**config.mk**
```make
export PLATFORM = sky130hd
export DESIGN_NAME = ex_top
export DESIGN_NICKNAME = d
export VERILOG_FILES = /design/src/verilog/ex_pkg.sv /design/src/verilog/ex_decode.sv /design/src/verilog/ex_alu.sv /design/src/verilog/ex_branch.sv /design/src/verilog/ex_csr_regs.sv /design/src/verilog/ex_result_reg.sv /design/src/verilog/ex_top.sv
export VERILOG_INCLUDE_DIRS = /design/src /design/src/include
export SDC_FILE = /design/constraint.sdc
export NUM_CORES = 2
export LEC_CHECK = 0
export ABC_AREA = 1
export BUFFER_PORTS_ARGS = -buffer_cell sky130_fd_sc_hd__clkbuf_2
export CORE_ASPECT_RATIO = 1.75
export CORE_UTILIZATION = 60
export CTS_BUF_LIST = sky130_fd_sc_hd__clkbuf_16
export DETAILED_ROUTE_END_ITERATION = 10
export HOLD_SLACK_MARGIN = 0.06
export MAX_ROUTING_LAYER = met4
export PLACE_DENSITY = 0.92
export SLEW_MARGIN = 0
export SYNTH_ARGS = -nofsm -noshare
export SYNTH_HDL_FRONTEND = slang
export SYNTH_SLANG_ARGS = --single-unit
```
**constraint.sdc**
```tcl
create_clock -name clk_i -period 14.8 [get_ports clk_i]
set_clock_uncertainty 0.15 [all_clocks]
set_input_delay 2.96 -clock clk_i [delete_from_list [all_inputs] [get_ports clk_i]]
set_output_delay 2.96 -clock clk_i [all_outputs]
set_load 0.03 [all_outputs]
```
**src/include/ex_defines.svh**
```systemverilog
`ifndef EX_DEFINES_SVH
`define EX_DEFINES_SVH

// datapath and field widths
`define EX_XLEN     64
`define EX_REG_AW   5
`define EX_CSR_AW   12

// major opcodes, inst[6:0]
`define EX_OP_I     7'b0010011
`define EX_OP_IW    7'b0011011
`define EX_OP_R     7'b0110011
`define EX_OP_RW    7'b0111011
`define EX_OP_B     7'b1100011
`define EX_OP_JAL   7'b1101111
`define EX_OP_JALR  7'b1100111
`define EX_OP_LUI   7'b0110111
`define EX_OP_AUIPC 7'b0010111
`define EX_OP_CSR   7'b1110011

// funct3 for alu ops, shared by reg-reg and reg-imm forms
`define EX_F3_ADD   3'b000
`define EX_F3_SLL   3'b001
`define EX_F3_SLT   3'b010
`define EX_F3_SLTU  3'b011
`define EX_F3_XOR   3'b100
`define EX_F3_SR    3'b101
`define EX_F3_OR    3'b110
`define EX_F3_AND   3'b111

// branch funct3
`define EX_F3_BEQ   3'b000
`define EX_F3_BNE   3'b001
`define EX_F3_BLT   3'b100
`define EX_F3_BGE   3'b101
`define EX_F3_BLTU  3'b110
`define EX_F3_BGEU  3'b111

// jalr only defines funct3 000
`define EX_F3_JALR  3'b000

// csr funct3, bit 2 picks the uimm form
`define EX_F3_CSRRW  3'b001
`define EX_F3_CSRRS  3'b010
`define EX_F3_CSRRC  3'b011
`define EX_F3_CSRRWI 3'b101
`define EX_F3_CSRRSI 3'b110
`define EX_F3_CSRRCI 3'b111

// funct7, alt selects sub and arithmetic shift
`define EX_F7_BASE  7'b0000000
`define EX_F7_ALT   7'b0100000

// machine csr addresses held locally
`define EX_CSR_MSTATUS  12'h300
`define EX_CSR_MTVEC    12'h305
`define EX_CSR_MSCRATCH 12'h340
`define EX_CSR_MEPC     12'h341

// number of implemented csrs
`define EX_CSR_NUM  4

`endif

```
**src/verilog/ex_pkg.sv**
```systemverilog
`include "ex_defines.svh"

package ex_pkg;

	// r-type view of the instruction word
	typedef struct packed {
		logic [6:0]            funct7;
		logic [`EX_REG_AW-1:0] rs2;
		logic [`EX_REG_AW-1:0] rs1;
		logic [2:0]            funct3;
		logic [`EX_REG_AW-1:0] rd;
		logic [6:0]            opcode;
	} inst_r_t;

	// i-type view, imm12 overlays funct7 and rs2
	typedef struct packed {
		logic [11:0]           imm12;
		logic [`EX_REG_AW-1:0] rs1;
		logic [2:0]            funct3;
		logic [`EX_REG_AW-1:0] rd;
		logic [6:0]            opcode;
	} inst_i_t;

	// same 32 bits, two decodings
	typedef union packed {
		inst_r_t r;
		inst_i_t i;
	} inst_u;

	typedef enum logic [4:0] {
		ALU_ADD, ALU_SUB, ALU_SLL, ALU_SLT, ALU_SLTU, ALU_XOR,
		ALU_SRL, ALU_SRA, ALU_OR, ALU_AND, ALU_PASS1,
		ALU_ADDW, ALU_SUBW, ALU_SLLW, ALU_SRLW, ALU_SRAW
	} alu_op_e;

	typedef enum logic [2:0] {
		BR_NONE, BR_ALWAYS, BR_EQ, BR_NE, BR_LT, BR_GE, BR_LTU, BR_GEU
	} br_cond_e;

	typedef enum logic [2:0] {
		CSR_NONE, CSR_RW, CSR_RS, CSR_RC, CSR_RWI, CSR_RSI, CSR_RCI
	} csr_cmd_e;

	// one decoded instruction from the decode stage
	typedef struct packed {
		logic                  valid;
		inst_u                 inst;
		logic [`EX_XLEN-1:0]   inst_addr;
		logic [`EX_XLEN-1:0]   op1;
		logic [`EX_XLEN-1:0]   op2;
		logic [`EX_REG_AW-1:0] rd_addr;
		logic [`EX_XLEN-1:0]   base_addr;
		logic [`EX_XLEN-1:0]   addr_offset;
		logic                  csr_we;
		logic [`EX_CSR_AW-1:0] csr_waddr;
	} ex_in_t;

	typedef struct packed {
		alu_op_e  alu_op;
		br_cond_e br_cond;
		csr_cmd_e csr_cmd;
		logic     rd_we;
	} ex_ctrl_t;

	typedef struct packed {
		logic                  rd_wen;
		logic [`EX_REG_AW-1:0] rd_addr;
		logic [`EX_XLEN-1:0]   rd_data;
	} ex_wb_t;

	typedef struct packed {
		logic                en;
		logic [`EX_XLEN-1:0] addr;
	} ex_jump_t;

endpackage

```
**src/verilog/ex_decode.sv**
```systemverilog
`timescale 1ns/10ps
`include "ex_defines.svh"

module ex_decode
	import ex_pkg::*;
(
	input  inst_u    inst_i,
	input  logic     valid_i,
	output ex_ctrl_t ctrl_o
);

	logic [6:0] opcode;
	logic [2:0] funct3;
	logic [6:0] funct7;
	logic [5:0] imm_hi;
	logic       base7;
	logic       alt7;
	logic       shi_base;
	logic       shi_alt;

	assign opcode = inst_i.r.opcode;
	assign funct3 = inst_i.i.funct3;
	assign funct7 = inst_i.r.funct7;
	// rv64 shamt is 6 bits, so only imm[11:6] carries the shift kind
	assign imm_hi = inst_i.i.imm12[11:6];

	assign base7    = (funct7 == `EX_F7_BASE);
	assign alt7     = (funct7 == `EX_F7_ALT);
	assign shi_base = ({imm_hi, 1'b0} == `EX_F7_BASE);
	assign shi_alt  = ({imm_hi, 1'b0} == `EX_F7_ALT);

	always_comb begin
		// default is a bubble: add, no branch, no csr, no write
		ctrl_o = '0;
		if (valid_i) begin
			case (opcode)
				`EX_OP_R: begin
					// alt funct7 only legal for add/sub and srl/sra
					ctrl_o.rd_we = base7 ||
						(alt7 && (funct3 == `EX_F3_ADD || funct3 == `EX_F3_SR));
					case (funct3)
						`EX_F3_ADD:  ctrl_o.alu_op = alt7 ? ALU_SUB : ALU_ADD;
						`EX_F3_SLL:  ctrl_o.alu_op = ALU_SLL;
						`EX_F3_SLT:  ctrl_o.alu_op = ALU_SLT;
						`EX_F3_SLTU: ctrl_o.alu_op = ALU_SLTU;
						`EX_F3_XOR:  ctrl_o.alu_op = ALU_XOR;
						`EX_F3_SR:   ctrl_o.alu_op = alt7 ? ALU_SRA : ALU_SRL;
						`EX_F3_OR:   ctrl_o.alu_op = ALU_OR;
						default:     ctrl_o.alu_op = ALU_AND;
					endcase
				end
				`EX_OP_I: begin
					ctrl_o.rd_we = 1'b1;
					case (funct3)
						`EX_F3_ADD:  ctrl_o.alu_op = ALU_ADD;
						`EX_F3_SLT:  ctrl_o.alu_op = ALU_SLT;
						`EX_F3_SLTU: ctrl_o.alu_op = ALU_SLTU;
						`EX_F3_XOR:  ctrl_o.alu_op = ALU_XOR;
						`EX_F3_OR:   ctrl_o.alu_op = ALU_OR;
						`EX_F3_AND:  ctrl_o.alu_op = ALU_AND;
						`EX_F3_SLL: begin
							ctrl_o.alu_op = ALU_SLL;
							ctrl_o.rd_we  = shi_base;
						end
						default: begin
							ctrl_o.alu_op = shi_alt ? ALU_SRA : ALU_SRL;
							ctrl_o.rd_we  = shi_base || shi_alt;
						end
					endcase
				end
				// word forms, imm and reg share most of the table
				`EX_OP_IW, `EX_OP_RW: begin
					case (funct3)
						`EX_F3_ADD: begin
							ctrl_o.alu_op = (opcode == `EX_OP_RW && alt7) ? ALU_SUBW : ALU_ADDW;
							ctrl_o.rd_we  = (opcode == `EX_OP_IW) || base7 || alt7;
						end
						`EX_F3_SLL: begin
							ctrl_o.alu_op = ALU_SLLW;
							ctrl_o.rd_we  = base7;
						end
						`EX_F3_SR: begin
							ctrl_o.alu_op = alt7 ? ALU_SRAW : ALU_SRLW;
							ctrl_o.rd_we  = base7 || alt7;
						end
						default: ctrl_o.rd_we = 1'b0;
					endcase
				end
				`EX_OP_B: begin
					// branches never write rd
					case (funct3)
						`EX_F3_BEQ:  ctrl_o.br_cond = BR_EQ;
						`EX_F3_BNE:  ctrl_o.br_cond = BR_NE;
						`EX_F3_BLT:  ctrl_o.br_cond = BR_LT;
						`EX_F3_BGE:  ctrl_o.br_cond = BR_GE;
						`EX_F3_BLTU: ctrl_o.br_cond = BR_LTU;
						`EX_F3_BGEU: ctrl_o.br_cond = BR_GEU;
						default:     ctrl_o.br_cond = BR_NONE;
					endcase
				end
				`EX_OP_JAL: begin
					ctrl_o.br_cond = BR_ALWAYS;
					ctrl_o.rd_we   = 1'b1;
				end
				`EX_OP_JALR: begin
					if (funct3 == `EX_F3_JALR) begin
						ctrl_o.br_cond = BR_ALWAYS;
						ctrl_o.rd_we   = 1'b1;
					end
				end
				`EX_OP_LUI: begin
					ctrl_o.alu_op = ALU_PASS1;
					ctrl_o.rd_we  = 1'b1;
				end
				// link value pc + imm arrives pre-split in op1/op2
				`EX_OP_AUIPC: ctrl_o.rd_we = 1'b1;
				`EX_OP_CSR: begin
					ctrl_o.rd_we = 1'b1;
					case (funct3)
						`EX_F3_CSRRW:  ctrl_o.csr_cmd = CSR_RW;
						`EX_F3_CSRRS:  ctrl_o.csr_cmd = CSR_RS;
						`EX_F3_CSRRC:  ctrl_o.csr_cmd = CSR_RC;
						`EX_F3_CSRRWI: ctrl_o.csr_cmd = CSR_RWI;
						`EX_F3_CSRRSI: ctrl_o.csr_cmd = CSR_RSI;
						`EX_F3_CSRRCI: ctrl_o.csr_cmd = CSR_RCI;
						// ecall, ebreak and reserved funct3 do nothing here
						default:       ctrl_o.rd_we   = 1'b0;
					endcase
				end
				default: ctrl_o.rd_we = 1'b0;
			endcase
		end
	end

endmodule

```
**src/verilog/ex_alu.sv**
```systemverilog
`timescale 1ns/10ps
`include "ex_defines.svh"

module ex_alu
	import ex_pkg::*;
(
	input  alu_op_e             op_i,
	input  logic [`EX_XLEN-1:0] op1_i,
	input  logic [`EX_XLEN-1:0] op2_i,
	output logic [`EX_XLEN-1:0] result_o
);

	logic [`EX_XLEN-1:0] sum;
	logic [`EX_XLEN-1:0] diff;
	logic [5:0]          shamt;
	logic [4:0]          shamt_w;
	logic                lt_s;
	logic                lt_u;
	logic [31:0]         word_res;

	// one adder and one subtractor shared by full and word forms
	assign sum  = op1_i + op2_i;
	assign diff = op1_i - op2_i;

	assign shamt   = op2_i[5:0];
	assign shamt_w = op2_i[4:0];

	assign lt_s = ($signed(op1_i) < $signed(op2_i));
	assign lt_u = (op1_i < op2_i);

	// 32-bit result of the word ops, before sign extension
	always_comb begin
		case (op_i)
			ALU_SUBW: word_res = diff[31:0];
			ALU_SLLW: word_res = op1_i[31:0] << shamt_w;
			ALU_SRLW: word_res = op1_i[31:0] >> shamt_w;
			// sign from bit 31 of op1
			ALU_SRAW: word_res = $signed(op1_i[31:0]) >>> shamt_w;
			default:  word_res = sum[31:0];
		endcase
	end

	always_comb begin
		case (op_i)
			ALU_ADD:   result_o = sum;
			ALU_SUB:   result_o = diff;
			ALU_SLL:   result_o = op1_i << shamt;
			ALU_SLT:   result_o = {{(`EX_XLEN-1){1'b0}}, lt_s};
			ALU_SLTU:  result_o = {{(`EX_XLEN-1){1'b0}}, lt_u};
			ALU_XOR:   result_o = op1_i ^ op2_i;
			ALU_SRL:   result_o = op1_i >> shamt;
			// full width sra fills from bit 63
			ALU_SRA:   result_o = $signed(op1_i) >>> shamt;
			ALU_OR:    result_o = op1_i | op2_i;
			ALU_AND:   result_o = op1_i & op2_i;
			ALU_PASS1: result_o = op1_i;
			ALU_ADDW, ALU_SUBW, ALU_SLLW, ALU_SRLW, ALU_SRAW:
				result_o = {{(`EX_XLEN-32){word_res[31]}}, word_res};
			default:   result_o = '0;
		endcase
	end

endmodule

```
**src/verilog/ex_branch.sv**
```systemverilog
`timescale 1ns/10ps
`include "ex_defines.svh"

module ex_branch
	import ex_pkg::*;
(
	input  br_cond_e            cond_i,
	input  logic [`EX_XLEN-1:0] op1_i,
	input  logic [`EX_XLEN-1:0] op2_i,
	input  logic [`EX_XLEN-1:0] base_addr_i,
	input  logic [`EX_XLEN-1:0] addr_offset_i,
	output ex_jump_t            jump_o
);

	logic eq;
	logic lt_s;
	logic lt_u;
	logic take;

	// three comparators cover all six conditions
	assign eq   = (op1_i == op2_i);
	assign lt_s = ($signed(op1_i) < $signed(op2_i));
	assign lt_u = (op1_i < op2_i);

	always_comb begin
		case (cond_i)
			BR_ALWAYS: take = 1'b1;
			BR_EQ:     take = eq;
			BR_NE:     take = !eq;
			BR_LT:     take = lt_s;
			BR_GE:     take = !lt_s;
			BR_LTU:    take = lt_u;
			BR_GEU:    take = !lt_u;
			default:   take = 1'b0;
		endcase
	end

	// target computed for every instruction, en decides
	assign jump_o = '{en: take, addr: base_addr_i + addr_offset_i};

endmodule

```
**src/verilog/ex_csr_regs.sv**
```systemverilog
`timescale 1ns/10ps
`include "ex_defines.svh"

module ex_csr_regs
	import ex_pkg::*;
(
	input  logic                  clk_i,
	input  logic                  rst_i,
	input  csr_cmd_e              cmd_i,
	input  logic                  we_i,
	input  logic [`EX_CSR_AW-1:0] addr_i,
	input  logic [`EX_XLEN-1:0]   op1_i,
	input  logic [4:0]            uimm_i,
	input  logic                  int_assert_i,
	output logic [`EX_XLEN-1:0]   rdata_o
);

	logic [`EX_XLEN-1:0]            csr_q [`EX_CSR_NUM];
	logic [$clog2(`EX_CSR_NUM)-1:0] idx;
	logic                           hit;
	logic [`EX_XLEN-1:0]            src;
	logic [`EX_XLEN-1:0]            wdata;
	logic                           wen;

	// csr address to storage slot
	always_comb begin
		hit = 1'b1;
		case (addr_i)
			`EX_CSR_MSTATUS:  idx = 0;
			`EX_CSR_MTVEC:    idx = 1;
			`EX_CSR_MSCRATCH: idx = 2;
			`EX_CSR_MEPC:     idx = 3;
			default: begin
				idx = 0;
				hit = 1'b0;
			end
		endcase
	end

	// unmapped addresses read as zero
	assign rdata_o = hit ? csr_q[idx] : '0;

	// immediate forms take the zero-extended rs1 field
	assign src = (cmd_i inside {CSR_RWI, CSR_RSI, CSR_RCI}) ?
		{{(`EX_XLEN-5){1'b0}}, uimm_i} : op1_i;

	always_comb begin
		case (cmd_i)
			CSR_RW, CSR_RWI: wdata = src;
			CSR_RS, CSR_RSI: wdata = rdata_o | src;
			CSR_RC, CSR_RCI: wdata = rdata_o & ~src;
			default:         wdata = rdata_o;
		endcase
	end

	// interrupt kills the write of the instruction it overrides
	assign wen = we_i && (cmd_i != CSR_NONE) && !int_assert_i && hit;

	// same edge as the result register, next instruction sees new value
	always_ff @(posedge clk_i) begin
		if (rst_i) begin
			for (int k = 0; k < `EX_CSR_NUM; k++)
				csr_q[k] <= '0;
		end else if (wen) begin
			csr_q[idx] <= wdata;
		end
	end

endmodule

```
**src/verilog/ex_result_reg.sv**
```systemverilog
`timescale 1ns/10ps
`include "ex_defines.svh"

module ex_result_reg
	import ex_pkg::*;
(
	input  logic                  clk_i,
	input  logic                  rst_i,
	input  logic                  rd_we_i,
	input  logic [`EX_REG_AW-1:0] rd_addr_i,
	input  logic                  is_csr_i,
	input  logic [`EX_XLEN-1:0]   alu_result_i,
	input  logic [`EX_XLEN-1:0]   csr_rdata_i,
	input  ex_jump_t              jump_i,
	input  logic                  int_assert_i,
	input  logic [`EX_XLEN-1:0]   int_addr_i,
	output ex_wb_t                wb_o,
	output ex_jump_t              jump_o
);

	ex_wb_t   wb_d;
	ex_jump_t jump_d;

	always_comb begin
		// csr instructions return the old csr value
		wb_d.rd_data = is_csr_i ? csr_rdata_i : alu_result_i;
		wb_d.rd_addr = rd_addr_i;
		// interrupt wins over any branch and blocks the rd write
		wb_d.rd_wen  = rd_we_i && !int_assert_i;
		jump_d.en    = jump_i.en || int_assert_i;
		jump_d.addr  = int_assert_i ? int_addr_i : jump_i.addr;
	end

	// one cycle toward the memory stage
	always_ff @(posedge clk_i) begin
		if (rst_i) begin
			wb_o.rd_wen <= 1'b0;
			jump_o.en   <= 1'b0;
		end else begin
			wb_o   <= wb_d;
			jump_o <= jump_d;
		end
	end

endmodule

```
**src/verilog/ex_top.sv**
```systemverilog
`timescale 1ns/10ps
`include "ex_defines.svh"

module ex_top
	import ex_pkg::*;
(
	input  logic                clk_i,
	input  logic                rst_i,
	input  ex_in_t              in_i,
	input  logic                int_assert_i,
	input  logic [`EX_XLEN-1:0] int_addr_i,
	output ex_wb_t              wb_o,
	output ex_jump_t            jump_o
);

	ex_ctrl_t            ctrl;
	logic [`EX_XLEN-1:0] alu_result;
	logic [`EX_XLEN-1:0] csr_rdata;
	ex_jump_t            br_jump;

	ex_decode u_decode (
		.inst_i  (in_i.inst),
		.valid_i (in_i.valid),
		.ctrl_o  (ctrl)
	);

	ex_alu u_alu (
		.op_i     (ctrl.alu_op),
		.op1_i    (in_i.op1),
		.op2_i    (in_i.op2),
		.result_o (alu_result)
	);

	ex_branch u_branch (
		.cond_i        (ctrl.br_cond),
		.op1_i         (in_i.op1),
		.op2_i         (in_i.op2),
		.base_addr_i   (in_i.base_addr),
		.addr_offset_i (in_i.addr_offset),
		.jump_o        (br_jump)
	);

	// uimm for the immediate csr forms sits in the rs1 field
	ex_csr_regs u_csr_regs (
		.clk_i        (clk_i),
		.rst_i        (rst_i),
		.cmd_i        (ctrl.csr_cmd),
		.we_i         (in_i.csr_we),
		.addr_i       (in_i.csr_waddr),
		.op1_i        (in_i.op1),
		.uimm_i       (in_i.inst.i.rs1),
		.int_assert_i (int_assert_i),
		.rdata_o      (csr_rdata)
	);

	ex_result_reg u_result_reg (
		.clk_i        (clk_i),
		.rst_i        (rst_i),
		.rd_we_i      (ctrl.rd_we),
		.rd_addr_i    (in_i.rd_addr),
		.is_csr_i     (ctrl.csr_cmd != CSR_NONE),
		.alu_result_i (alu_result),
		.csr_rdata_i  (csr_rdata),
		.jump_i       (br_jump),
		.int_assert_i (int_assert_i),
		.int_addr_i   (int_addr_i),
		.wb_o         (wb_o),
		.jump_o       (jump_o)
	);

endmodule

```
==> results of run 1 <==
per-stage QoR:
stage	std cells	hold WS (ns)	worst slack [ns]	util, %	area, µm²
after floorplan	8147	0.546	2.88	-	48200
after CTS	9425	0.675	7.59	65.6	52300
after global placement	9354	0.626	6.99	63.9	51000
after detailed placement	9354	0.651	6.96	63.9	51000
cells in the mapped netlist (11+ instances only):
library cell,count
o21a_1,27
nand3b_1,17
nor2_2,16
a32oi_1,50
nor2_1,1370
nand4_1,84
o21ai_1,25
inv_1,793
xor2_1,54
o21bai_1,18
a21boi_0,12
and2_1,28
ha_1,256
clkbuf_1,207
xnor2_1,11
buf_2,101
a21oi_1,498
a31oi_1,39
o211ai_1,49
a21o_1,25
edfxtp_1,389
buf_1,82
or2_2,62
nor3_1,67
nand3_1,972
nor4_1,14
inv_2,18
o22ai_1,16
o21ai_0,533
nand2_1,2195
routing by layer:
| metal | GRT overflow | GRT usage (%) |
|---|---|---|
| met2 | 896 | 96.0 |
| met4 | 424 | 76.0 |
| met1 | 20 | 73.8 |
| met5 | - | - |
| met3 | 35 | 58.8 |
cell families after synthesis:
family	count (synthesis)	synth area share [%]
mux	10	0.207
compound gates	1332	15.3
simple gates	4867	42.3
xor+xnor	65	1.18
flops	391	24.3
fa+ha+maj	259	6.76
buf+inv	1223	9.95
==> key figures, run 1 <==
Status
  – Outcome: did not finish
  – Failing step: 5_1_grt
  – Err: [ERROR GRT-0116] Global routing finished with congestion. Check the congestion regions in the DRC Viewer.

Floorplanning
  – # rows: 137
  – Initial core utilization: 60.5%
  – I/O pins: 573
  – Die Width: 216 µm
  – Die height: 377 µm

Global routing
  – Gr usage total: 77.3%
  – Global route overflow: 1,375
  – Largest net degree at the start of global routing: 88
  – First-pass GRT wire length: 463,000 µm
  – Number of global-route vias before repair: 67,100

Synthesis
  – Cells taking the most area after synthesis: edfxtp_1 (24%), nand2_1 (17%), nor2_1 (11%)
  – Synthesized cell area: 48,200 µm²
  – Post-synth top area share: 24.2%
  – Post-synth top area cell: edfxtp_1
  – Sequential area share after synthesis: 24.3%
  – Yosys cell types: 62
  – Syn Nets: 8,844
  – Post-synth top flop: edfxtp_1
  – EDFF count, synth: 389
  – Async set-reset flop share out of synthesis: 0%
  – Warnings, synthesis: 0
  – Register bit total from synthesis: 391
  – Cells after Synth: 8,147
  – Avg Inst Size Synth: 5.92 µm²

CTS
  – PostCTS Resize Cnt: 0
  – Root buf cell: clkbuf_16
  – H-Tree Depth: 2
  – # hold bufs at CTS: 0
  – Buffers from clock root to sink, at most: 3
  – Num CTS Buffers: 39
  – Post-CTS Repair Setup Buffers: 0
  – Clock sink count: 391

Place
  – Final HPWL DP: 195,000 µm
  – RD Place Congestion: 1.59
  – Port bufs: 498
==> run 2, diff against run 1 <==
- CORE_ASPECT_RATIO: 1.75 -> not set
- CORE_UTILIZATION: 60 -> 40
- CTS_BUF_LIST: sky130_fd_sc_hd__clkbuf_16 -> not set
- HOLD_SLACK_MARGIN: 0.06 -> not set
- MAX_ROUTING_LAYER: met4 -> not set
- PLACE_DENSITY: 0.92 -> not set
- PLACE_DENSITY_LB_ADDON: not set -> 0.15
==> key figures, run 2 <==
Drt
  – Met2 WL: 117,000 µm
  – Vias per Instance: 6.12
  – 1st-iter DRT viols: 8,785
  – Routed length on met1: 116,000 µm
  – WL met3: 43,300 µm
  – DR vias: 61,300
  – Routed len/inst: 30.0 µm
  – Residual DRC: 0
  – DR pass1 iterations: 8
  – Top layer in use: met5
  – Antenna-violating nets left: 0
  – Routed Wire Length: 300,000 µm

Global routing
  – First-pass GRT wire length: 406,000 µm
  – Initial antenna violation count: 23
  – Largest net degree at the start of global routing: 80
  – Number of global-route vias before repair: 54,700
  – Gr usage total: 47.1%
  – Global route overflow: 0

CTS
  – Clock Latency Late Sink: 0.64 ns
  – PostCTS Resize Cnt: 0 (unchanged)
  – Num CTS Buffers: 45 (+15%)
  – # hold bufs at CTS: 0 (unchanged)
  – H-Tree Depth: 2 (unchanged)
  – Root buf cell: clkbuf_16
  – Buffers from clock root to sink, at most: 3 (unchanged)
  – Clock Pin Slew Worst Setup and Hold Paths: 0.07 ns
  – CTS tree: yes
  – Post-CTS Repair Setup Buffers: 0 (unchanged)
  – Clock sink count: 391 (unchanged)

STA
  – Actual slew at the worst max-slew pin: 1.18 ns
  – Setup TNS: 0 ns
  – Max-slew violation total from the final report: 0
  – Final hold vios: 0
  – Fin crit share: 58.8%
  – F_max: 0.115 GHz
  – Setup slack after layout: 6.09 ns
  – RSZ-0062 raised after global routing: false
  – Min cycle time layout: 8.71 ns
  – Slew margin rel.: 20.5%
  – Final setup fails: 0

Critical path
  – Critical Path Start Type: input pin
  – CP Class: in -> reg
  – CP Max Fanout: 65
  – Nature of the critical path endpoint: flip-flop
  – Worst EP arrival: 8.92 ns
  – Req. time, crit path: 15.01 ns

Layout
  – Biggest regs: u_csr_regs.csr_q (256), u_result_reg.wb_o (70), u_result_reg.jump_o (65)
  – Biggest register: u_csr_regs.csr_q
  – Nets: 9,062
  – Most common cell after layout, fill and taps aside: nand2_1
  – Share of cells above drive strength 1: 9.40%
  – Area delta synth->final: 10.3%
  – Fillers: 13,500
  – Most frequent cells in the layout: nand2_1 (2,190), nor2_1 (1,368), nand3_1 (970)
  – Reg area: 11,700 µm²
  – Multi-input gate area in the final layout: 31,800 µm²
  – Max FFs per register: 256

Synthesis
  – Cells taking the most area after synthesis: edfxtp_1 (24%), nand2_1 (17%), nor2_1 (11%)
  – Post-synth top area cell: edfxtp_1
  – Synth cell count leaders: nand2_1 (2,195), nor2_1 (1,370), nand3_1 (972)
  – Warnings, synthesis: 0 (unchanged)
  – Sequential area share after synthesis: 24.3% (unchanged)
  – Async set-reset flop share out of synthesis: 0% (unchanged)
  – Synthesized cell area: 48,200 µm² (unchanged)
  – Post-synth top flop: edfxtp_1
  – Avg Inst Size Synth: 5.92 µm² (unchanged)
  – EDFF count, synth: 389 (unchanged)
  – Post-synth top area share: 24.2% (unchanged)
  – Cells after Synth: 8,147 (unchanged)
  – Yosys cell types: 62 (unchanged)
  – Count leader, synth: nand2_1
  – Register bit total from synthesis: 391 (unchanged)
  – Syn Nets: 8,844 (unchanged)

Floorplanning
  – # rows: 127 (-7.3%)
  – DIE AREA: 122,000 µm²
  – I/O pins: 573 (unchanged)
  – Core box area: 120,000 µm²
  – Initial core utilization: 40.3% (-20 points)
  – Die height: 349 µm (-7.4%)
  – Die Width: 349 µm (+61%)

Flow run
  – MaxCap Viol Count: 0

Status
  – Outcome: finished clean

Place
  – Final HPWL DP: 239,000 µm (+22%)
  – Port bufs: 498 (unchanged)
  – Pre-CTS setup slack: 6.18 ns (-0.781 ns)
  – RD Place Congestion: 1.17 (-26%)

Pwr
  – Leakage: 24.6 nW
  – Pwr dens: 80.2 nW/µm²
  – Maximum VDD drop: 0.0819 mV
  – Pwr Total: 0.00426 W

Min path
  – Hold crit path type: reg -> reg
==> run 2: cell counts after synthesis <==
Identical to the previous run, type by type.
==> run 2: path summary, 6_finish.rpt <==
path	start	to	slack, ns	depth (start not counted)
setup reg to reg	u_csr_regs.csr_q[1][16]$_SDFFCE_PN0P_	u_result_reg.wb_o[16]$_DFFE_PN_	12.26	6
setup / recovery	in_i[149]	u_result_reg.wb_o[38]$_DFFE_PN_	6.09	19
hold reg to reg	u_csr_regs.csr_q[3][35]$_DFFE_PP_	u_result_reg.wb_o[35]$_DFFE_PN_	0.69	4
hold / removal	u_csr_regs.csr_q[3][35]$_DFFE_PP_	u_result_reg.wb_o[35]$_DFFE_PN_	0.69	4
==> run 2: where the power goes <==
part / leakage (nW) / total (W) / internal (W) / switching [W]
combinational: 20.0 / 0.00178 / 0.000414 / 0.00136
sequential: 3.96 / 0.00134 / 0.00131 / 0.0000304
clock: 0.698 / 0.00115 / 0.000635 / 0.000514
==> run 2: routing by layer <==
metal	up-vias	track usage (%)
li1	27300	-
met4	30	31.7
met3	767	17.1
met2	4271	65.1
met5	-	0
met1	29000	60.7
==> run 2: critical path, cell delays in order <==
cell     delay, ns
buf_4         0.63
inv_4         0.44
ha_1          0.60
a21oi_1       0.79
nand2_1       0.58
nand2_1       0.18
nand2_1       0.31
nand2_1       0.16
nand2_1       0.29
nand2_1       0.18
nand2_1       0.15
nand2_1       0.11
nand2_1       0.08
nor2_1        0.09
nor2_1        0.08
nor2_1        0.33
nand3_1       0.27
nor2_1        0.48
nor2_1        0.14
==> run 2: kinds of logic after synthesis <==
logic type	share of synthesized area, %
simple gates	42.3
xor+xnor	1.18
mux	0.207
compound gates	15.3
flops	24.3
fa+ha+maj	6.76
buf+inv	9.95
==> run 2: layout make-up <==
class                           instances  share of cell area (%)
Antenna cell                            8                  0.0376
Clock buffer                           55                    2.19
Clock inverter                         23                   0.536
Inverter                              819                    5.82
Multi-Input combinational cell       6533                    59.8
Sequential cell                       391                    22.0
Tap cell                             1612                    3.79
Timing Repair Buffer                  575                    5.80
==> run 2: metrics by stage <==
| step | area (µm²) | utilization, % | hold slack, ns | instances |
|---|---|---|---|---|
| detailed placement | 51700 | 43.2 | 0.644 | 9930 |
| floorplan | 48200 | - | 0.546 | 8147 |
| CTS | 53200 | 44.4 | 0.671 | 10000 |
| finish | 53200 | 44.4 | 0.694 | 10000 |
| global placement | 51700 | 43.2 | 0.650 | 9930 |
| global route | 53200 | 44.4 | 0.728 | 10000 |
Power figures use the tool's default switching activity.
